## config.mk

```make
export PLATFORM = sky130hd
export DESIGN_NAME = boot_ctrl_flat
export DESIGN_NICKNAME = d
export VERILOG_FILES = /design/src/source/fetch_pkg.sv /design/src/source/imem_if.sv /design/src/source/boot_ctrl.sv /design/src/flat_wrapper.sv
export VERILOG_INCLUDE_DIRS = /design/src /design/src/source
export SDC_FILE = /design/constraint.sdc
export NUM_CORES = 1
export LEC_CHECK = 0
export ABC_AREA = 1
export BUFFER_PORTS_ARGS = -buffer_cell sky130_fd_sc_hd__buf_4
export CAP_MARGIN = 30
export CORE_MARGIN = 2
export CORE_UTILIZATION = 26
export CTS_BUF_LIST = sky130_fd_sc_hd__clkbuf_2 sky130_fd_sc_hd__clkbuf_4 sky130_fd_sc_hd__clkbuf_8
export DETAILED_ROUTE_END_ITERATION = 10
export GPL_ROUTABILITY_DRIVEN = 0
export GPL_TIMING_DRIVEN = 0
export PLACE_DENSITY = 0.86
export SLEW_MARGIN = 25
export SYNTH_ARGS = -nofsm -noshare
export SYNTH_HDL_FRONTEND = slang
export SYNTH_SLANG_ARGS = --single-unit
```

## constraint.sdc

```tcl
create_clock -name clk -period 1.1 [get_ports clk]
set_input_delay 0.22 -clock clk [delete_from_list [all_inputs] [get_ports clk]]
set_output_delay 0.22 -clock clk [all_outputs]
set_load 0.005 [all_outputs]
```

## src/source/fetch_defs.svh

```systemverilog
`ifndef FETCH_DEFS_SVH
`define FETCH_DEFS_SVH

// Byte address width of the instruction memory
`define FETCH_ADDR_W 10

// Instruction word width
`define FETCH_WORD_W 32

// One byte per address over the whole address space
`define FETCH_MEM_BYTES (1 << `FETCH_ADDR_W)

`endif

```

## src/source/fetch_pkg.sv

```systemverilog
`include "fetch_defs.svh"

package fetch_pkg;

    ////////////////////
    // Data types
    ////////////////////

    // Byte address into instruction memory
    typedef logic [`FETCH_ADDR_W-1:0] addr_t;

    // One instruction word
    typedef logic [`FETCH_WORD_W-1:0] word_t;

    ////////////////////
    // Boot sequencing
    ////////////////////

    // Idle until start, then load the image, then fetch
    typedef enum logic [1:0] {
        BOOT_IDLE = 2'd0,
        BOOT_LOAD = 2'd1,
        BOOT_RUN  = 2'd2
    } boot_state_e;

endpackage

```

## src/source/imem_if.sv

```systemverilog
`timescale 1ns/10ps

interface imem_if
    import fetch_pkg::*;
();

    // Write port used only while the image is loaded
    logic  wr_en;
    addr_t wr_addr;
    word_t wr_data;

    // Read port for instruction fetch
    addr_t rd_addr;
    word_t rd_data;
    // High for an address that is not word aligned
    logic  rd_err;

    // Controller side
    modport ctrl (
        output wr_en,
        output wr_addr,
        output wr_data,
        output rd_addr
    );

    // Memory side
    modport mem (
        input  wr_en,
        input  wr_addr,
        input  wr_data,
        input  rd_addr,
        output rd_data,
        output rd_err
    );

endinterface

```

## src/source/boot_ctrl.sv

```systemverilog
`timescale 1ns/10ps

module boot_ctrl
    import fetch_pkg::*;
(
    input  logic  clk,
    input  logic  rst_n,
    input  logic  start,
    input  logic  load_valid,
    input  word_t load_data,
    input  logic  load_last,
    input  logic  step,
    input  logic  jump,
    input  addr_t jump_addr,
    input  addr_t count,
    output logic  clear,
    output logic  advance,
    output logic  load,
    output addr_t load_addr,
    output logic  run,
    imem_if.ctrl  mem
);

    boot_state_e state_q;
    boot_state_e state_d;

    ////////////////////
    // State register
    ////////////////////

    always_ff @(posedge clk or negedge rst_n) begin
        if (!rst_n) begin
            state_q <= BOOT_IDLE;
        end else begin
            state_q <= state_d;
        end
    end

    ////////////////////
    // Next state and counter control
    ////////////////////

    always_comb begin
        state_d    = state_q;
        clear      = 1'b0;
        advance    = 1'b0;
        load       = 1'b0;
        mem.wr_en  = 1'b0;
        case (state_q)
            BOOT_IDLE: begin
                // Loader strobes are ignored until start
                if (start) begin
                    state_d = BOOT_LOAD;
                end
            end
            BOOT_LOAD: begin
                // Write at the pointer and bump it in the same cycle
                mem.wr_en = load_valid;
                advance   = load_valid;
                if (load_valid && load_last) begin
                    // Clear overrides the advance in the counter
                    clear   = 1'b1;
                    state_d = BOOT_RUN;
                end
            end
            BOOT_RUN: begin
                // Memory is frozen from here on
                advance = step;
                load    = jump;
            end
            default: begin
                state_d = BOOT_IDLE;
            end
        endcase
    end

    // Only consumed when load is raised
    assign load_addr = jump_addr;

    // Counter doubles as write pointer and fetch address
    assign mem.wr_addr = count;
    assign mem.wr_data = load_data;
    assign mem.rd_addr = count;

    assign run = (state_q == BOOT_RUN);

endmodule

```

## src/flat_wrapper.sv

```systemverilog
// flat-port wrapper written by rule: the top's interface ports become plain ports
module boot_ctrl_flat import fetch_pkg::*;
  (clk, rst_n, start, load_valid, load_data, load_last, step, jump, jump_addr, count, clear, advance, load, load_addr, run, mem_wr_en, mem_wr_addr, mem_wr_data, mem_rd_addr);
  imem_if mem_i ();
  input  logic clk;
  input  logic rst_n;
  input  logic start;
  input  logic load_valid;
  input  word_t load_data;
  input  logic load_last;
  input  logic step;
  input  logic jump;
  input  addr_t jump_addr;
  input  addr_t count;
  output logic clear;
  output logic advance;
  output logic load;
  output addr_t load_addr;
  output logic run;
  output wire logic [$bits(mem_i.wr_en)-1:0] mem_wr_en;
  output wire logic [$bits(mem_i.wr_addr)-1:0] mem_wr_addr;
  output wire logic [$bits(mem_i.wr_data)-1:0] mem_wr_data;
  output wire logic [$bits(mem_i.rd_addr)-1:0] mem_rd_addr;
  assign mem_wr_en = mem_i.wr_en;
  assign mem_wr_addr = mem_i.wr_addr;
  assign mem_wr_data = mem_i.wr_data;
  assign mem_rd_addr = mem_i.rd_addr;
  boot_ctrl u_core (.clk(clk), .rst_n(rst_n), .start(start), .load_valid(load_valid), .load_data(load_data), .load_last(load_last), .step(step), .jump(jump), .jump_addr(jump_addr), .count(count), .clear(clear), .advance(advance), .load(load), .load_addr(load_addr), .run(run), .mem(mem_i));
endmodule
```

==> run_results.csv, run 1 <==
group,metric,value,unit
global_routing,grt-busiest-layer,"met2",
detailed_routing,drc,0,
floorplanning,die_w,54.4,um
global_routing,grt.met3_usage,1.64,%
worst_setup_path,path_cells,"inv_2, ha_4, a21boi_4, buf_6",
global_routing,grt_pass1_wl,2130,um
logic_synthesis,ys_seq_area_share,7.59,%
clock_tree,clkLatencyLatePin,0.22,ns
run,maxCapViolCount,0,
cells_and_area,nNetsFinal,233,
global_routing,grt_max_degree,5,
detailed_routing,firstDrtPassIters,2,
worst_setup_path,end_kind,"output pin",
cells_and_area,drive_gt1_share,92.3,%
worst_setup_path,r2r-start,"u_core.state_q[1]",
worst_setup_path,max_stage_delay,0.41,ns
worst_hold_path,hold_start,"start",
floorplanning,die_y,54.4,um
worst_setup_path,r2r_slack,0.04,ns
detailed_routing,wirelength,1860,um
floorplanning,start_util,27.1,%
detailed_routing,detail_route.wl_per_cell,9.33,um
sta,setup_viol,5,
placement,pre_cts_slack,-0.151,ns
sta,hold_slack,0.280,ns
cells_and_area,top_register,"u_core.state_q",
worst_setup_path,crit_arrival,1.25,ns
power_and_ir_drop,power_density,947,mW/mm^2
worst_setup_path,critPathMaxFanout,3,
clock_tree,cts_tree,"built",
worst_hold_path,hold_depth,3,
logic_synthesis,synth.distinct_cells,11,
status,outcome,"finished with violations",
floorplanning,dieArea,0.00296,sq mm
global_routing,grt-ovfl-total,0,
sta,rsz0062_at_grt,"yes",
sta,slew_headroom,88.7,%
sta,fin_skew,0.000716,ns
sta,hold_viol_final,0,
clock_tree,numCtsBuffers,3,
power_and_ir_drop,power.leakage,0.829,nW
sta,fmax,682,MHz
global_routing,antenna_found_initial,0,
placement,dp.cells,192,
logic_synthesis,ys_ff_latch,2,
floorplanning,io_pins,126,
cells_and_area,diodes,0,
logic_synthesis,avgSynthCellArea,7.41,sq um
logic_synthesis,ys_warn_count,0,
logic_synthesis,synthCells,89,
worst_setup_path,startpoint_type,"flop",
logic_synthesis,synth_nets,151,
logic_synthesis,netlist_area,659,sq um
clock_tree,clock-sinks,2,
logic_synthesis,synth_edf_count,0,
detailed_routing,ant_nets,0,
status,violations,"negative setup slack",
cells_and_area,stdcell_count,199,
worst_setup_path,crit_path_top_delay_cell,"dfrtp_1",
power_and_ir_drop,ir_drop,869,uV
cells_and_area,layout-area-overhead-vs-synth,110,%
sta,layout_setup_ws,-0.367,ns
placement,numPortBuffers,73,
clock_tree,cts-root-buf,"clkbuf_4",
clock_tree,clk_pin_slew,0.03,ns
global_routing,grt_use_met1,8.12,%
worst_setup_path,timing.rr.end,"u_core.state_q[1]",
detailed_routing,vias_per_cell,3.75,
logic_synthesis,synthArstFlopShare,100,%
detailed_routing,drt_iter0_drc,3,
global_routing,gr-usage-all-layers,9.67,%
sta,finalCritPeriodShare,133,%
floorplanning,core_area,0.00243,sq mm
logic_synthesis,yosysMostFrequentCell,"buf_4",
clock_tree,clock_path_buffers,2,
sta,worst_slew_pin_slew,0.169,ns
global_routing,grt_pass1_vias,597,
sta,maxSlewViolCount,0,
logic_synthesis,yosysTopAreaCell,"buf_4",
detailed_routing,vias,747,
worst_hold_path,holdPathEnd,"u_core.state_q[0]",
sta,period_minus_slack,1.47,ns
worst_setup_path,worstRegToRegCells,6,
clock_tree,htreeDepth,1,
logic_synthesis,synth_ff_type,"dfrtp_1",
floorplanning,row_count,18,
global_routing,use_met2,20.7,%
cells_and_area,reg_top3,"u_core.state_q: 2 flops",
logic_synthesis,synthTopCellsByArea,"buf_4 71%, dfrtp_1 7.6%, ha_1 5.7%",
worst_hold_path,hold_class,"in2reg",
placement,dp_hpwl,1630,um
worst_setup_path,crit_type,"reg2out",
worst_setup_path,crit_required,0.88,ns
cells_and_area,largest_reg_flops,2,
logic_synthesis,synth_top_area_share,70.6,%
logic_synthesis,synth_common_cells,"62 x buf_4, 9 x nand2_1, 7 x inv_1",
[final cells by class]
class	count	area, sq um
Fill cell	238	1050
Tap cell	30	37.5
Sequential cell	2	50.0
Inverter	7	26.3
Buffer	62	465
Timing Repair Buffer	77	588
Multi-Input combinational cell	18	196
Clock buffer	3	22.5
[worst max-delay path by stage]
stage / start / to / slack, ns
detailed placement: u_core.state_q[0] / advance / -0.15
global route: u_core.state_q[1] / advance / -0.42
global placement: u_core.state_q[0] / advance / -0.14
floorplan: u_core.state_q[0] / advance / 0.01
CTS: u_core.state_q[1] / advance / -0.33
finish: u_core.state_q[1] / advance / -0.37
[per-layer routing]
metal  vias up  part of all wire (%)
li1        368                     -
met1       315                    22
met2        64                    61
met3         0                    17
met4         0                     0
met5         -                     0
[critical path: cells and delay by family, from the launching register on]
family          cells  cell delay, ns
fa+ha+maj           1            0.26
flops               1            0.41
buf+inv             2            0.20
compound gates      1            0.16
[kinds of logic after synthesis]
kind of cell / after synthesis / share of synthesized area, %
flops: 2 / 7.59
buf+inv: 69 / 74.6
compound gates: 1 / 1.14
fa+ha+maj: 3 / 5.69
simple gates: 14 / 11.0
[per-stage QoR]
step / total power [mW] / instance area [sq um] / TNS (ns) / utilization (%)
detailed placement: 0.833 / 1240 / -0.345 / 51.2
global placement: 0.818 / 1240 / -0.244 / 51.2
floorplan: 0.525 / 659 / 0 / -
global route: 1.43 / 1390 / -1.81 / 57.0
finish: 1.31 / 1390 / -1.56 / 57.0
CTS: 1.13 / 1330 / -1.43 / 54.6
[cell usage in the layout (no fill, tap or decap)]
master / n
nor2_4: 1
nand3_2: 2
dfrtp_1: 2
nand2_2: 2
inv_2: 3
nand2_1: 5
buf_6: 2
buf_4: 136
ha_4: 3
inv_1: 4
nand4_1: 1
dlygate4sd3_1: 1
a21boi_4: 1
nand2_4: 3
clkbuf_4: 3
[repair_timing]
item	4_1_cts	5_1_grt
buffers inserted	3	0
hold endpoints to repair	2	0
endpoints found under the setup margin	7	7
gates resized for setup	8	12
hold buffers	1	0
pin swaps	2	3
[report_power, final]
group | internal [mW] | leakage (nW) | switching [mW]
logic | 0.631 | 0.789 | 0.379
registers | 0.106 | 0.0260 | 0.0383
clock network | 0.120 | 0.0138 | 0.0385
Note: power is estimated with default switching activity, not from simulation.
==> run 2: changes to the inputs <==
--- a/config.mk
+++ b/config.mk
@@ -6,7 +6,7 @@
 export SDC_FILE = /design/constraint.sdc
 export NUM_CORES = 1
 export LEC_CHECK = 0
-export ABC_AREA = 1
+export ABC_AREA = 0
 export BUFFER_PORTS_ARGS = -buffer_cell sky130_fd_sc_hd__buf_4
 export CAP_MARGIN = 30
 export CORE_MARGIN = 2
==> run_results.csv, run 2 <==
group,metric,value,unit
sta,fin_tns_setup,-1.87,ns
cells_and_area,diodes,0,
status,outcome,"finished with violations",
logic_synthesis,synth_mux_area_share,0,%
placement,dp_hpwl,1650,um
status,violations,"negative setup slack",
logic_synthesis,synthTopCellsByArea,"buf_4 71%, dfrtp_1 7.6%, ha_1 5.7%",
clock_tree,clk_pin_slew,0.03,ns
cells_and_area,drive_gt1_share,94.0,%
run,maxCapViolCount,0,
worst_setup_path,max_stage_delay,0.38,ns
global_routing,antenna_found_initial,0,
floorplanning,dieArea,0.00294,sq mm
logic_synthesis,ys_seq_area_share,7.63,%
logic_synthesis,avgSynthCellArea,8.00,sq um
sta,slew_headroom,89.3,%
logic_synthesis,synthCells,82,
sta,setup_viol,7,
logic_synthesis,synth_nets,144,
placement,dp.cells,185,
floorplanning,die_w,54.2,um
worst_setup_path,startpoint_type,"flop",
logic_synthesis,synthArstFlopShare,100,%
logic_synthesis,yosysTopAreaCell,"buf_4",
detailed_routing,vias,747,
floorplanning,core_area,0.00243,sq mm
logic_synthesis,synth_top_area_share,71.0,%
placement,place_area,0.00125,sq mm
worst_setup_path,crit_path_top_delay_cell,"dfrtp_1",
power_and_ir_drop,ir_drop,872,uV
sta,fin_skew,0.00237,ns
worst_setup_path,critPathMaxFanout,4,
placement,numPortBuffers,73,
logic_synthesis,synthSimpleGateAreaFrac,8.21,%
logic_synthesis,ys_ff_latch,2,
detailed_routing,firstDrtPassIters,4,
worst_setup_path,crit_arrival,1.24,ns
worst_setup_path,path_cells,"inv_2, ha_4, and2_4, a21oi_2, nor2b_1, buf_4",
worst_setup_path,path_depth,6,
sta,worst_slew_pin_slew,0.159,ns
sta,finalCritPeriodShare,132,%
cells_and_area,largest_reg_flops,2,
power_and_ir_drop,power.leakage,0.805,nW
logic_synthesis,synth_ff_type,"dfrtp_1",
sta,maxSlewViolCount,0,
global_routing,grt_pass1_wl,2320,um
logic_synthesis,ys_warn_count,0,
clock_tree,htreeDepth,1,
power_and_ir_drop,p_total,1.52,mW
clock_tree,clock_path_buffers,2,
logic_synthesis,synth_fa_ha_area_share,5.73,%
clock_tree,clkLatencyLatePin,0.22,ns
global_routing,grt-ovfl-total,0,
clock_tree,cts-root-buf,"clkbuf_4",
logic_synthesis,yosysMostFrequentCell,"buf_4",
detailed_routing,vias_per_cell,3.79,
logic_synthesis,synth_top_family_by_area,"buffers and inverters",
logic_synthesis,netlist_area,656,sq um
worst_setup_path,crit_family,"flip-flops",
cells_and_area,nNetsFinal,231,
cells_and_area,fin_area,0.00139,sq mm
logic_synthesis,synth.distinct_cells,16,
sta,layout_setup_ws,-0.357,ns
sta,rsz0062_at_grt,"yes",
logic_synthesis,synth_edf_count,0,
detailed_routing,ant_nets,0,
logic_synthesis,synth_common_cells,"62 x buf_4, 3 x ha_1, 2 x and2_1, 2 x dfrtp_1, 2 x inv_1",
clock_tree,numCtsBuffers,3,
worst_setup_path,end_kind,"output pin",
sta,hold_viol_final,0,
cells_and_area,most-common-layout-cells,"141 x buf_4, 3 x ha_4, 3 x clkbuf_4",
cells_and_area,layout-area-overhead-vs-synth,112,%
logic_synthesis,synthXorXnorAreaFrac,0,%
cells_and_area,final_common_cell,"buf_4",
detailed_routing,wirelength,2020,um
sta,fmax,686,MHz
floorplanning,io_pins,126,
global_routing,gr-usage-all-layers,10.9,%
sta,period_minus_slack,1.46,ns
worst_setup_path,path_buf_inv,2,
worst_setup_path,crit_required,0.88,ns
clock_tree,clock-sinks,2,
detailed_routing,detail_route.wl_per_cell,10.2,um
global_routing,grt_max_degree,5,
power_and_ir_drop,power_density,1090,mW/mm^2
sta,hold_slack,0.308,ns
global_routing,grt_pass1_vias,552,
logic_synthesis,synth_compound_area_share,6.30,%
detailed_routing,drt_iter0_drc,1,
worst_setup_path,crit_type,"reg2out",
cells_and_area,top_register,"u_core.state_q",
cells_and_area,reg_top3,"u_core.state_q: 2 flops",
cells_and_area,stdcell_count,197,
floorplanning,row_count,18,
floorplanning,die_y,54.2,um
detailed_routing,drc,0,
floorplanning,start_util,27.0,%
worst_hold_path,hold_class,"in2async",
clock_tree,cts_tree,"built",
worst_setup_path,r2r_slack,-0.23,ns
worst_setup_path,worstRegToRegCells,4,
## run 2: report_power, final
group	internal, mW	leakage [nW]	switching [mW]
sequential	0.113	0.0254	0.0374
clock	0.120	0.0138	0.0410
combinational	0.813	0.766	0.396
total	1.05	0.805	0.475
## run 2: worst register-to-register path, stage by stage, from the launching register on
cell and delay [ns]:
dfrtp_1 0.38, buf_4 0.15, ha_4 0.16, buf_4 0.14, o32a_2 0.37
## run 2: final cells by class
cell class | instances | area, sq um
timing repair buffer | 82 | 626
buffer | 62 | 465
clock buffer | 3 | 22.5
inverter | 2 | 7.51
sequential | 2 | 50.0
fill | 242 | 1040
tap | 30 | 37.5
multi-input combinational | 16 | 181
## run 2: path summary, 6_finish.rpt
path                                   start                 to
max                        u_core.state_q[1]            advance
min                                    rst_n  u_core.state_q[0]
max reg2reg                u_core.state_q[1]  u_core.state_q[1]
min reg2reg                u_core.state_q[1]  u_core.state_q[1]
max in group asynchronous              rst_n  u_core.state_q[1]
min in group clk                       start  u_core.state_q[0]
## run 2: timing repair
item                                    4_1_cts  5_1_grt
hold endpoints to repair                      2        0
resized for setup                             6        2
hold buffers                                  1        0
setup buffers                                 5        3
endpoints found under the setup margin        7        7
pin swaps                                     0        1
## run 2: per-layer routing
metal  up-vias  GRT usage, %  part of all wire [%]
met3         0          2.46                    16
li1        366             -                     -
met2        54          22.7                    61
met1       327          10.0                    23
met5         -             0                     0
met4         0          3.75                     0
## run 2: per-stage QoR
stage	util [%]	worst slack (ns)
floorplan	-	-0.0428
global placement	51.5	-0.179
detailed placement	51.5	-0.183
CTS	55.9	-0.349
global route	57.2	-0.460
finish	57.2	-0.357
## run 2: logic make-up (layout without fill, tap and decap cells)
family | Yosys count | in the layout
AO/OA/AOI/OAI | 5 | 5
adder cells (fa/ha/maj) | 3 | 3
buffers and inverters | 64 | 149
flip-flops | 2 | 2
AND/OR/NAND/NOR | 8 | 8
