$ cat src/source/fetch_defs.svh
`ifndef FETCH_DEFS_SVH
`define FETCH_DEFS_SVH

// Byte address width of the instruction memory
`define FETCH_ADDR_W 10

// Instruction word width
`define FETCH_WORD_W 32

// One byte per address over the whole address space
`define FETCH_MEM_BYTES (1 << `FETCH_ADDR_W)

`endif

$ cat src/source/fetch_pkg.sv
`include "fetch_defs.svh"

package fetch_pkg;

    ////////////////////
    // Data types
    ////////////////////

    // Byte address into instruction memory
    typedef logic [`FETCH_ADDR_W-1:0] addr_t;

    // One instruction word
    typedef logic [`FETCH_WORD_W-1:0] word_t;

    ////////////////////
    // Boot sequencing
    ////////////////////

    // Idle until start, then load the image, then fetch
    typedef enum logic [1:0] {
        BOOT_IDLE = 2'd0,
        BOOT_LOAD = 2'd1,
        BOOT_RUN  = 2'd2
    } boot_state_e;

endpackage

$ cat src/source/pc_counter.sv
`timescale 1ns/10ps

module pc_counter
    import fetch_pkg::*;
(
    input  logic  clk,
    input  logic  rst_n,
    input  logic  clear,
    input  logic  advance,
    input  logic  load,
    input  addr_t load_addr,
    output addr_t count
);

    // Distance between consecutive words
    localparam addr_t WORD_STEP = addr_t'(4);

    addr_t count_q;

    // Write pointer during load, program counter during run
    always_ff @(posedge clk or negedge rst_n) begin
        if (!rst_n) begin
            count_q <= '0;
        end else if (clear) begin
            // Rewind to address 0 at the load to run switch
            count_q <= '0;
        end else if (load) begin
            // Jump target wins over a step
            count_q <= load_addr;
        end else if (advance) begin
            // Wraps at the top of the address space
            count_q <= count_q + WORD_STEP;
        end
    end

    assign count = count_q;

endmodule

$ cat config.mk
export PLATFORM = sky130hd
export DESIGN_NAME = pc_counter
export DESIGN_NICKNAME = d
export VERILOG_FILES = /design/src/source/fetch_pkg.sv /design/src/source/pc_counter.sv
export VERILOG_INCLUDE_DIRS = /design/src /design/src/source
export SDC_FILE = /design/constraint.sdc
export NUM_CORES = 1
export LEC_CHECK = 0
export BUFFER_PORTS_ARGS = -buffer_cell sky130_fd_sc_hd__buf_4
export CAP_MARGIN = 20
export CELL_PAD_IN_SITES_DETAIL_PLACEMENT = 1
export CELL_PAD_IN_SITES_GLOBAL_PLACEMENT = 2
export CORE_ASPECT_RATIO = 0.7
export CORE_MARGIN = 4
export CORE_UTILIZATION = 23
export DETAILED_ROUTE_END_ITERATION = 7
export PLACE_DENSITY_LB_ADDON = 0.12
export RECOVER_POWER = 100
export SLEW_MARGIN = 20
export SYNTH_ARGS = -nofsm -noshare
export SYNTH_HDL_FRONTEND = slang
export SYNTH_SLANG_ARGS = --single-unit
$ cat constraint.sdc
create_clock -name clk -period 1.37 [get_ports clk]
set_input_delay 0.0685 -clock clk [delete_from_list [all_inputs] [get_ports clk]]
set_output_delay 0.0685 -clock clk [all_outputs]
set_load 0.02 [all_outputs]
==> flow_results.xml, run 1 <==
<?xml version="1.0" encoding="UTF-8"?>
<metrics>
  <group name="pwr">
    <metric name="powerDensity" unit="mW/mm²">914</metric>
    <metric name="static-leakage-power" unit="µW">0.000360</metric>
    <metric name="vdd.ir_drop.worst" unit="mV">0.251</metric>
    <metric name="total_power" unit="µW">774</metric>
  </group>
  <group name="floorplanning">
    <metric name="io-pin-count" unit="">25</metric>
    <metric name="die_y" unit="µm">49.5</metric>
    <metric name="fp.dieW" unit="µm">67.3</metric>
    <metric name="floorplan.core_area" unit="mm²">0.00224</metric>
    <metric name="row_count" unit="">14</metric>
    <metric name="initial_utilization" unit="">0.253</metric>
    <metric name="fp.dieArea" unit="mm²">0.00334</metric>
  </group>
  <group name="timing">
    <metric name="final_hold_viol_count" unit="">0</metric>
    <metric name="layout_worst_path_cycle_share" unit="">0.981</metric>
    <metric name="fin_tns_setup" unit="ps">0</metric>
    <metric name="tightest_slew" unit="ps">579</metric>
    <metric name="max_slew_margin" unit="">0.614</metric>
    <metric name="min_cycle_time_layout" unit="ps">1340</metric>
    <metric name="grt_setup_unrepaired" unit="">no</metric>
    <metric name="final.setup_skew" unit="ps">5.54</metric>
    <metric name="hold_slack" unit="ps">41.0</metric>
    <metric name="finalSetupViolations" unit="">0</metric>
    <metric name="final_max_slew_viol_count" unit="">0</metric>
    <metric name="fmax" unit="MHz">744</metric>
  </group>
  <group name="critical_path">
    <metric name="worstSetupEndpointType" unit="">flop</metric>
    <metric name="critical_path.slowest_cell" unit="">or4_1</metric>
    <metric name="worstPathCellList" unit="">buf_12, nand3_4, or4_1, a31oi_1</metric>
    <metric name="cp_data_required_time" unit="ps">1560</metric>
    <metric name="max_stage_delay" unit="ps">480</metric>
    <metric name="start_kind" unit="">flop</metric>
    <metric name="critical_path_cell_count" unit="">4</metric>
    <metric name="rr_worst_depth" unit="">4</metric>
    <metric name="critical-path-top-delay-family" unit="">simple AND/OR/NAND/NOR gates</metric>
    <metric name="critical_path.max_fanout" unit="">4</metric>
    <metric name="crit_type" unit="">flop to flop</metric>
    <metric name="arrival_time_reported_for_the_critical_path_endpoint" unit="ps">1540</metric>
    <metric name="worstPathBufferInverterCount" unit="">1</metric>
  </group>
  <group name="global_route">
    <metric name="gr-usage-all-layers" unit="">0.108</metric>
    <metric name="grt_overflow" unit="">0</metric>
    <metric name="grt_start_max_net_pins" unit="">13</metric>
    <metric name="grt_antenna_before_repair" unit="">0</metric>
    <metric name="number_of_global_route_vias_before_repair" unit="">545</metric>
    <metric name="grt_first_pass_wirelength" unit="µm">2620</metric>
  </group>
  <group name="detailed_routing">
    <metric name="viasPerCell" unit="">4.59</metric>
    <metric name="wl_per_cell" unit="µm">13.6</metric>
    <metric name="vias" unit="">560</metric>
    <metric name="drt_pass1_iterations" unit="">4</metric>
    <metric name="first_iter_violations" unit="">20</metric>
    <metric name="wl" unit="µm">1660</metric>
    <metric name="drc_errors" unit="">0</metric>
    <metric name="detail-route-antenna-nets" unit="">0</metric>
  </group>
  <group name="logic_synthesis">
    <metric name="yosysUniqueCellTypes" unit="">27</metric>
    <metric name="synthFlopType" unit="">dfrtp_1</metric>
    <metric name="yosys.cell_count.top_type" unit="">dfrtp_1</metric>
    <metric name="post_synth_most_frequent_cells" unit="">dfrtp_1, nor2_1, nand2_1</metric>
    <metric name="yosys-top-cells-area" unit="">dfrtp_1, nor2_1, xor2_1</metric>
    <metric name="syn_avg_cell_area" unit="µm²">9.61</metric>
    <metric name="synth_enable_flop_cells" unit="">0</metric>
    <metric name="post_synth_inst_count" unit="">59</metric>
    <metric name="synth.net_count" unit="">75</metric>
    <metric name="synth-async-reset-ratio" unit="">1.00</metric>
    <metric name="ys_ff_latch" unit="">10</metric>
    <metric name="synth_area_leader_cell" unit="">dfrtp_1</metric>
    <metric name="synth_area" unit="µm²">567</metric>
    <metric name="synth_warnings" unit="">0</metric>
    <metric name="seq_area_frac_synth" unit="">0.442</metric>
    <metric name="synth_top_area_share" unit="">0.442</metric>
  </group>
  <group name="clock_tree">
    <metric name="clkSinkCount" unit="">10</metric>
    <metric name="clk_root_buffer_cell" unit="">clkbuf_4</metric>
    <metric name="clkTransAtPathRegs" unit="ps">70</metric>
    <metric name="cts_tree" unit="">built</metric>
    <metric name="cts_inserted_buffers" unit="">3</metric>
    <metric name="clock_latency" unit="ps">270</metric>
    <metric name="max-clock-path-buffers" unit="">2</metric>
    <metric name="htreeDepth" unit="">1</metric>
  </group>
  <group name="final_layout">
    <metric name="multi_input_comb_area" unit="µm²">300</metric>
    <metric name="stdcell_area" unit="µm²">847</metric>
    <metric name="final.fill_count" unit="">282</metric>
    <metric name="final-seq-area" unit="µm²">253</metric>
    <metric name="area_delta_synth_final" unit="%">49.4</metric>
    <metric name="diodes" unit="">0</metric>
    <metric name="nNetsFinal" unit="">107</metric>
    <metric name="layout-drive-gt1-share" unit="">0.344</metric>
    <metric name="largest_register_ffs" unit="">10</metric>
  </group>
  <group name="status">
    <metric name="run_status" unit="">finished clean</metric>
  </group>
  <group name="placed_design">
    <metric name="portBuffers" unit="">24</metric>
    <metric name="hpwl" unit="µm">1280</metric>
    <metric name="detailed_place.area" unit="µm²">787</metric>
    <metric name="placer_congestion_estimate" unit="">0.698</metric>
  </group>
  <group name="worst_hold_path">
    <metric name="whs_path_depth" unit="">3</metric>
    <metric name="hold_path_class" unit="">input pin to flop</metric>
  </group>
  <group name="flow_run">
    <metric name="maxCapViolCount" unit="">0</metric>
  </group>
</metrics>
==> where the power goes <==
group	internal (µW)	switching, µW
combinational	83.4	91.5
clock	161	104
sequential	314	19.0
total	559	215
==> cell type report <==
cell class / count / area share
clock buffer: 4 / 0.0428
inverter: 1 / 0.00443
multi-input combinational: 44 / 0.355
sequential: 10 / 0.298
tap: 32 / 0.0473
timing repair buffer: 31 / 0.253
==> worst paths after layout <==
path,start,slack [ps],to
worst max-delay path,count[2]$_DFFE_PN0P_,30,count[9]$_DFFE_PN0P_
worst min-delay path,load_addr[1],40,count[1]$_DFFE_PN0P_
worst max register to register,count[2]$_DFFE_PN0P_,30,count[9]$_DFFE_PN0P_
worst min register to register,count[1]$_DFFE_PN0P_,520,count[1]$_DFFE_PN0P_
max in group asynchronous,rst_n,650,count[3]$_DFFE_PN0P_
min in group asynchronous,rst_n,310,count[5]$_DFFE_PN0P_
==> repair_timing <==
action / 4_1_cts / 5_1_grt
setup buffers: 2 / 1
hold buffers: 1 / 0
endpoints found under the hold margin: 10 / 0
resized for setup: 0 / 2
pin swaps: 0 / 1
setup endpoints to repair: 1 / 2
==> tightest hold or removal path: stages <==
cell and delay, ps:
buf_4 80, mux2i_1 50, nor2_1 80
==> metal layers <==
layer  up-vias  track usage  part of all wire
met1       271        0.134              0.45
met3         2       0.0636             0.080
met2        15        0.157              0.46
met5         -            0                 0
li1        272            -                 -
met4         0       0.0303            0.0060
==> per-stage QoR <==
stage / setup slack, ps / instances / utilization
floorplan: 4.78 / 59 / -
global placement: 62.3 / 114 / 0.351
detailed placement: 6.13 / 114 / 0.351
CTS: 4.08 / 121 / 0.384
global route: 4.71 / 122 / 0.378
finish: 26.0 / 122 / 0.378
==> logic make-up (layout without fill, tap and decap cells) <==
family,after synthesis,after routing,synth area share
xor+xnor,3,3,0.0464
simple gates,23,23,0.221
buf+inv,5,36,0.0508
fa+ha+maj,1,1,0.0221
flops,10,10,0.442
compound gates,14,14,0.163
mux,3,3,0.0552
==> layout by cell type (no fill, tap or decap) <==
cell type,synthesis,layout
xor2_1,3,3
nand3_4,1,1
clkbuf_4,0,4
dfrtp_1,10,8
buf_12,0,1
dlygate4sd3_1,0,1
o21ai_0,3,3
inv_1,1,1
nand2_1,6,6
clkbuf_1,1,9
or4_1,1,1
mux2_2,1,1
mux2i_1,2,2
nand3_1,2,2
nand4_1,1,1
or3_1,2,2
nor3_1,1,1
a21oi_1,3,3
ha_4,0,1
a211oi_1,2,2
nand3_2,1,1
o21bai_1,1,1
clkbuf_8,0,1
a2bb2oi_1,1,1
a311oi_1,2,2
nand3b_1,1,1
buf_4,0,19
dfrtp_2,0,2
o31ai_1,1,1
nor2_1,7,7
a31oi_1,1,1
Power figures use the tool's default switching activity.
==> inputs of run 2 (changes only) <==
--- a/config.mk
+++ b/config.mk
@@ -15,7 +15,7 @@
 export CORE_UTILIZATION = 23
 export DETAILED_ROUTE_END_ITERATION = 7
 export PLACE_DENSITY_LB_ADDON = 0.12
-export RECOVER_POWER = 100
+export RECOVER_POWER = 25
 export SLEW_MARGIN = 20
 export SYNTH_ARGS = -nofsm -noshare
 export SYNTH_HDL_FRONTEND = slang
==> run 2 against run 1 <==
Effect of this change: via count shrank 0.36%; global-route usage is the same; count of clock-buffer cells in the layout is the same; wire length shrank 0.48%; cell count is the same; combinational power grew 7%; critical path depth is the same; cell area grew 3.5%; critical path type unchanged.
==> flow_results.xml, run 2 (synthesized netlist as in run 1, its figures left out) <==
<?xml version="1.0" encoding="UTF-8"?>
<metrics>
  <group name="status">
    <metric name="run_status" unit="">finished clean</metric>
  </group>
  <group name="critical_path">
    <metric name="cp_data_required_time" unit="ps">1560</metric>
    <metric name="reg2reg_slack" unit="ps">20</metric>
    <metric name="critical_path.max_fanout" unit="">4</metric>
    <metric name="worstSetupEndpointType" unit="">flop</metric>
    <metric name="worstPathBufferInverterCount" unit="">1</metric>
    <metric name="start_kind" unit="">flop</metric>
    <metric name="crit_type" unit="">flop to flop</metric>
    <metric name="critical-path-top-delay-family" unit="">simple AND/OR/NAND/NOR gates</metric>
    <metric name="worstPathCellList" unit="">buf_12, nand3_4, or4_1, a31oi_1</metric>
    <metric name="critical_path.slowest_cell" unit="">or4_1</metric>
    <metric name="arrival_time_reported_for_the_critical_path_endpoint" unit="ps">1540</metric>
    <metric name="max_stage_delay" unit="ps">480</metric>
  </group>
  <group name="timing">
    <metric name="layout_worst_path_cycle_share" unit="">0.982</metric>
    <metric name="fmax" unit="MHz">743</metric>
    <metric name="min_cycle_time_layout" unit="ps">1350</metric>
    <metric name="max_slew_margin" unit="">0.621</metric>
    <metric name="tightest_slew" unit="ps">569</metric>
    <metric name="finalSetupViolations" unit="">0</metric>
    <metric name="final.setup_skew" unit="ps">5.54</metric>
    <metric name="grt_setup_unrepaired" unit="">no</metric>
    <metric name="fin_tns_setup" unit="ps">0</metric>
    <metric name="worst_slack" unit="ps">24.6</metric>
    <metric name="final_hold_viol_count" unit="">0</metric>
    <metric name="final_max_slew_viol_count" unit="">0</metric>
  </group>
  <group name="worst_hold_path">
    <metric name="hold_path_class" unit="">input pin to flop</metric>
  </group>
  <group name="clock_tree">
    <metric name="cts_tree" unit="">built</metric>
    <metric name="clkSinkCount" unit="">10</metric>
    <metric name="clkTransAtPathRegs" unit="ps">70</metric>
    <metric name="clock_latency" unit="ps">270</metric>
    <metric name="cts_inserted_buffers" unit="">3</metric>
    <metric name="clk_root_buffer_cell" unit="">clkbuf_4</metric>
    <metric name="max-clock-path-buffers" unit="">2</metric>
    <metric name="htreeDepth" unit="">1</metric>
  </group>
  <group name="detailed_routing">
    <metric name="viasPerCell" unit="">4.57</metric>
    <metric name="drt_pass1_iterations" unit="">4</metric>
    <metric name="vias" unit="">558</metric>
    <metric name="detail-route-antenna-nets" unit="">0</metric>
    <metric name="wl_per_cell" unit="µm">13.5</metric>
    <metric name="first_iter_violations" unit="">23</metric>
    <metric name="wl" unit="µm">1650</metric>
    <metric name="drc_errors" unit="">0</metric>
  </group>
  <group name="final_layout">
    <metric name="layout-drive-gt1-share" unit="">0.433</metric>
    <metric name="nNetsFinal" unit="">107</metric>
    <metric name="final-seq-area" unit="µm²">253</metric>
    <metric name="largest_register_ffs" unit="">10</metric>
    <metric name="finish.cell_count_without_fillers" unit="">122</metric>
    <metric name="multi_input_comb_area" unit="µm²">300</metric>
    <metric name="diodes" unit="">0</metric>
    <metric name="area_delta_synth_final" unit="%">54.7</metric>
    <metric name="most_common_cell_after_layout_fill_and_taps_aside" unit="">buf_4</metric>
    <metric name="stdcell_area" unit="µm²">877</metric>
    <metric name="final.fill_count" unit="">279</metric>
    <metric name="final_util" unit="">0.391</metric>
    <metric name="final_cell_mix" unit="">buf_4, dfrtp_1, nor2_1</metric>
  </group>
  <group name="floorplanning">
    <metric name="die_y" unit="µm">49.5</metric>
    <metric name="io-pin-count" unit="">25</metric>
    <metric name="fp.dieArea" unit="mm²">0.00334</metric>
    <metric name="floorplan.core_area" unit="mm²">0.00224</metric>
    <metric name="fp.dieW" unit="µm">67.3</metric>
    <metric name="initial_utilization" unit="">0.253</metric>
    <metric name="row_count" unit="">14</metric>
  </group>
  <group name="pwr">
    <metric name="share_seq_of_total_power" unit="">0.425</metric>
    <metric name="vdd.ir_drop.worst" unit="mV">0.251</metric>
    <metric name="static-leakage-power" unit="µW">0.000393</metric>
    <metric name="powerDensity" unit="mW/mm²">896</metric>
    <metric name="power.switching_fraction" unit="">0.273</metric>
    <metric name="comb_power_share" unit="">0.237</metric>
    <metric name="netSwitchingPower" unit="µW">215</metric>
    <metric name="cell_internal_pwr" unit="µW">571</metric>
    <metric name="clkPwrFrac" unit="">0.338</metric>
  </group>
  <group name="global_route">
    <metric name="grt_overflow" unit="">0</metric>
    <metric name="grt_antenna_before_repair" unit="">0</metric>
    <metric name="number_of_global_route_vias_before_repair" unit="">545</metric>
    <metric name="gr-usage-all-layers" unit="">0.108</metric>
    <metric name="grt_first_pass_wirelength" unit="µm">2620</metric>
    <metric name="grt_start_max_net_pins" unit="">13</metric>
  </group>
  <group name="placed_design">
    <metric name="placed_cells" unit="">114</metric>
    <metric name="portBuffers" unit="">24</metric>
    <metric name="detailed_place.area" unit="µm²">787</metric>
    <metric name="hpwl" unit="µm">1280</metric>
    <metric name="placer_congestion_estimate" unit="">0.698</metric>
    <metric name="dp_slack" unit="ps">6.13</metric>
  </group>
  <group name="flow_run">
    <metric name="maxCapViolCount" unit="">0</metric>
  </group>
</metrics>
-- run 2: cell types whose count changed in the layout (fill, tap and decap cells not counted), sizes merged --
| cell | before | now |
|---|---|---|
| buf | 20 | 29 |
| clkbuf | 14 | 5 |
-- run 2: layout make-up --
class | count | share of cell area
repair buffers | 31 | 0.278
multi-input cells | 44 | 0.342
well taps | 32 | 0.0456
clock buffers | 4 | 0.0414
flip-flops and latches | 10 | 0.288
inverters | 1 | 0.00428
-- run 2: worst register-to-register path, stage by stage (launching register included) --
cell	delay, ps
dfrtp_2	420
buf_12	120
nand3_4	70
or4_1	480
a31oi_1	180
-- run 2: layer usage --
layer	track usage	wire [µm]	vias to the layer above
met4	0.0303	10	0
met5	0	0	-
met1	0.134	747	266
li1	-	-	275
met3	0.0636	131	2
met2	0.157	764	15
-- run 2: path summary, 6_finish.rpt --
kind,cells past startpoint,start,end
worst min-delay path,3,load_addr[1],count[1]$_DFFE_PN0P_
min in group asynchronous,2,rst_n,count[0]$_DFFE_PN0P_
worst max register to register,4,count[2]$_DFFE_PN0P_,count[9]$_DFFE_PN0P_
max in group asynchronous,2,rst_n,count[3]$_DFFE_PN0P_
worst max-delay path,4,count[2]$_DFFE_PN0P_,count[9]$_DFFE_PN0P_
worst min register to register,2,count[1]$_DFFE_PN0P_,count[1]$_DFFE_PN0P_
-- run 2: timing repair --
item,in CTS,in global routing
setup endpoints to repair,1,2
buffers inserted,2,1
pin swaps,0,1
hold endpoints to repair,10,0
gates resized for setup,0,2
hold buffers,1,0
-- run 2: power groups by stage --
stage / Combinational (µW) / Sequential [µW] / Clock, µW
after floorplan: 58.2 / 363 / 0
after global placement: 167 / 338 / 0
after detailed placement: 169 / 340 / 0
after CTS: 187 / 332 / 276
after global routing: 205 / 337 / 290
final: 187 / 334 / 266
-- run 2: metrics by stage --
| step | power (µW) | hold WS (ps) |
|---|---|---|
| 6_report | 786 | 41.2 |
| 5_1_grt | 831 | 61.8 |
| 4_1_cts | 795 | 36.8 |
| 3_5_place_dp | 509 | -91.9 |
| 3_3_place_gp | 505 | -88.1 |
| 2_1_floorplan | 421 | -227 |
==> inputs of run 3 (changes only) <==
==> constraint.sdc (replaced) <==
create_clock -name clk -period 1.37 [get_ports clk]
set_input_delay 0.0685 -clock clk [delete_from_list [all_inputs] [get_ports clk]]
set_output_delay 0.0685 -clock clk [all_outputs]
set_load 0.01 [all_outputs]
==> run 3 against run 2 <==
Effect of this change: wire length down 1.8%; clock power down 17%; die area did not move; power is 7.7% lower; cell count is 1.6% higher; register-to-register slack improved by 50 ps; highest routed layer unchanged; flip-flop and latch count unchanged.
==> flow_results.xml, run 3 (synthesized netlist as in run 1, its figures left out) <==
<?xml version="1.0" encoding="UTF-8"?>
<metrics>
  <group name="status">
    <metric name="run_status" unit="">finished clean</metric>
  </group>
  <group name="final_layout">
    <metric name="area_delta_synth_final" unit="%">54.5</metric>
    <metric name="layout-drive-gt1-share" unit="">0.457</metric>
    <metric name="largest_register_ffs" unit="">10</metric>
    <metric name="stdcell_area" unit="µm²">876</metric>
    <metric name="final_cell_mix" unit="">buf_4, dfrtp_1, nor2_1</metric>
    <metric name="final_util" unit="">0.391</metric>
    <metric name="most_common_cell_after_layout_fill_and_taps_aside" unit="">buf_4</metric>
    <metric name="diodes" unit="">0</metric>
    <metric name="final.fill_count" unit="">290</metric>
    <metric name="multi_input_comb_area" unit="µm²">308</metric>
    <metric name="final-seq-area" unit="µm²">251</metric>
    <metric name="nNetsFinal" unit="">109</metric>
  </group>
  <group name="critical_path">
    <metric name="arrival_time_reported_for_the_critical_path_endpoint" unit="ps">1470</metric>
    <metric name="crit_type" unit="">flop to flop</metric>
    <metric name="reg2reg_slack" unit="ps">80</metric>
    <metric name="cp_data_required_time" unit="ps">1550</metric>
    <metric name="critPathCapture" unit="">count[8]$_DFFE_PN0P_</metric>
    <metric name="crit-reg2reg-capture" unit="">count[8]$_DFFE_PN0P_</metric>
    <metric name="start_kind" unit="">flop</metric>
    <metric name="rr_worst_depth" unit="">4</metric>
    <metric name="timing.critical_path.from" unit="">count[3]$_DFFE_PN0P_</metric>
    <metric name="critical_path.max_fanout" unit="">3</metric>
    <metric name="timing.rr.start" unit="">count[3]$_DFFE_PN0P_</metric>
    <metric name="worstSetupEndpointType" unit="">flop</metric>
  </group>
  <group name="clock_tree">
    <metric name="cts_inserted_buffers" unit="">3</metric>
    <metric name="clkSinkCount" unit="">10</metric>
    <metric name="clock_latency" unit="ps">270</metric>
    <metric name="htreeDepth" unit="">1</metric>
    <metric name="max-clock-path-buffers" unit="">2</metric>
    <metric name="clk_root_buffer_cell" unit="">clkbuf_4</metric>
    <metric name="clkTransAtPathRegs" unit="ps">70</metric>
    <metric name="cts_tree" unit="">built</metric>
  </group>
  <group name="timing">
    <metric name="min_cycle_time_layout" unit="ps">1290</metric>
    <metric name="max_slew_margin" unit="">0.601</metric>
    <metric name="tightest_slew" unit="ps">598</metric>
    <metric name="layout_worst_path_cycle_share" unit="">0.945</metric>
    <metric name="fin_tns_setup" unit="ps">0</metric>
    <metric name="final_max_slew_viol_count" unit="">0</metric>
    <metric name="final_hold_viol_count" unit="">0</metric>
    <metric name="fmax" unit="MHz">772</metric>
    <metric name="final.setup_skew" unit="ps">6.20</metric>
    <metric name="grt_setup_unrepaired" unit="">yes</metric>
    <metric name="finalSetupViolations" unit="">0</metric>
  </group>
  <group name="placed_design">
    <metric name="portBuffers" unit="">24</metric>
    <metric name="detailed_place.area" unit="µm²">793</metric>
    <metric name="hpwl" unit="µm">1220</metric>
    <metric name="placer_congestion_estimate" unit="">0.682</metric>
  </group>
  <group name="detailed_routing">
    <metric name="vias" unit="">557</metric>
    <metric name="drt_pass1_iterations" unit="">3</metric>
    <metric name="first_iter_violations" unit="">5</metric>
    <metric name="detail-route-antenna-nets" unit="">0</metric>
    <metric name="wl" unit="µm">1620</metric>
    <metric name="wl_per_cell" unit="µm">13.1</metric>
    <metric name="drc_errors" unit="">0</metric>
    <metric name="viasPerCell" unit="">4.49</metric>
  </group>
  <group name="flow_run">
    <metric name="maxCapViolCount" unit="">0</metric>
  </group>
  <group name="floorplanning">
    <metric name="fp.dieW" unit="µm">67.3</metric>
    <metric name="row_count" unit="">14</metric>
    <metric name="io-pin-count" unit="">25</metric>
    <metric name="floorplan.core_area" unit="mm²">0.00224</metric>
    <metric name="fp.dieArea" unit="mm²">0.00334</metric>
    <metric name="die_y" unit="µm">49.5</metric>
    <metric name="initial_utilization" unit="">0.253</metric>
  </group>
  <group name="global_route">
    <metric name="grt_overflow" unit="">0</metric>
    <metric name="grt_first_pass_wirelength" unit="µm">2860</metric>
    <metric name="number_of_global_route_vias_before_repair" unit="">621</metric>
    <metric name="grt_antenna_before_repair" unit="">0</metric>
    <metric name="gr-usage-all-layers" unit="">0.118</metric>
    <metric name="grt_start_max_net_pins" unit="">13</metric>
  </group>
  <group name="pwr">
    <metric name="vdd.ir_drop.worst" unit="mV">0.393</metric>
    <metric name="static-leakage-power" unit="µW">0.000397</metric>
    <metric name="powerDensity" unit="mW/mm²">829</metric>
  </group>
  <group name="worst_hold_path">
    <metric name="hold_path_class" unit="">input pin to flop</metric>
  </group>
</metrics>
run 3: critical path, cell delays in order (launching register included):
cell,delay [ps]
dfrtp_1,380
ha_2,190
nand3_1,80
or3_1,330
a311oi_2,230
run 3: how the worst min path moves through the flow:
stage,endpoint,from,cells after the start
3_5_place_dp,count[6]$_DFFE_PN0P_,rst_n,1
4_1_cts,count[3]$_DFFE_PN0P_,load_addr[3],3
3_3_place_gp,count[6]$_DFFE_PN0P_,rst_n,1
6_report,count[2]$_DFFE_PN0P_,load_addr[2],3
2_1_floorplan,count[0]$_DFFE_PN0P_,rst_n,0
5_1_grt,count[2]$_DFFE_PN0P_,load_addr[2],3
run 3: report_power, final:
group	switching [µW]	internal [µW]	leakage, µW
logic	80.1	95.2	0.000252
registers	14.3	314	0.000130
clock network	109	113	0.0000150
total	204	522	0.000397
run 3: timing repair:
item | CTS | global route
endpoints found under the hold margin | 10 | 0
endpoints found under the setup margin | 1 | 4
pin swaps | 0 | 0
hold buffers | 1 | 0
gates resized for setup | 0 | 4
setup buffers | 2 | 2
run 3: final cells by class:
type                            count  share of cell area
Tap cell                           32              0.0457
Sequential cell                    10               0.287
Clock buffer                        4              0.0300
Multi-Input combinational cell     44               0.351
Inverter                            1             0.00429
Timing Repair Buffer               33               0.281
run 3: per-stage QoR:
| step | power, µW | worst slack, ps | hold slack (ps) | std cells |
|---|---|---|---|---|
| 5_1_grt | 780 | -33.6 | 36.9 | 124 |
| 3_3_place_gp | 493 | 27.5 | -88.1 | 115 |
| 6_report | 726 | 75.4 | 39.7 | 124 |
| 4_1_cts | 738 | 4.24 | 28.7 | 122 |
| 2_1_floorplan | 406 | 0.238 | -227 | 59 |
| 3_5_place_dp | 494 | -11.7 | -86.3 | 115 |
run 3: metal layers:
layer | global-route usage | routed length (µm) | vias up
li1 | - | - | 278
met1 | 0.149 | 766 | 262
met2 | 0.181 | 739 | 15
met3 | 0.0545 | 105 | 2
met4 | 0.0303 | 12 | 0
met5 | 0 | 0 | -
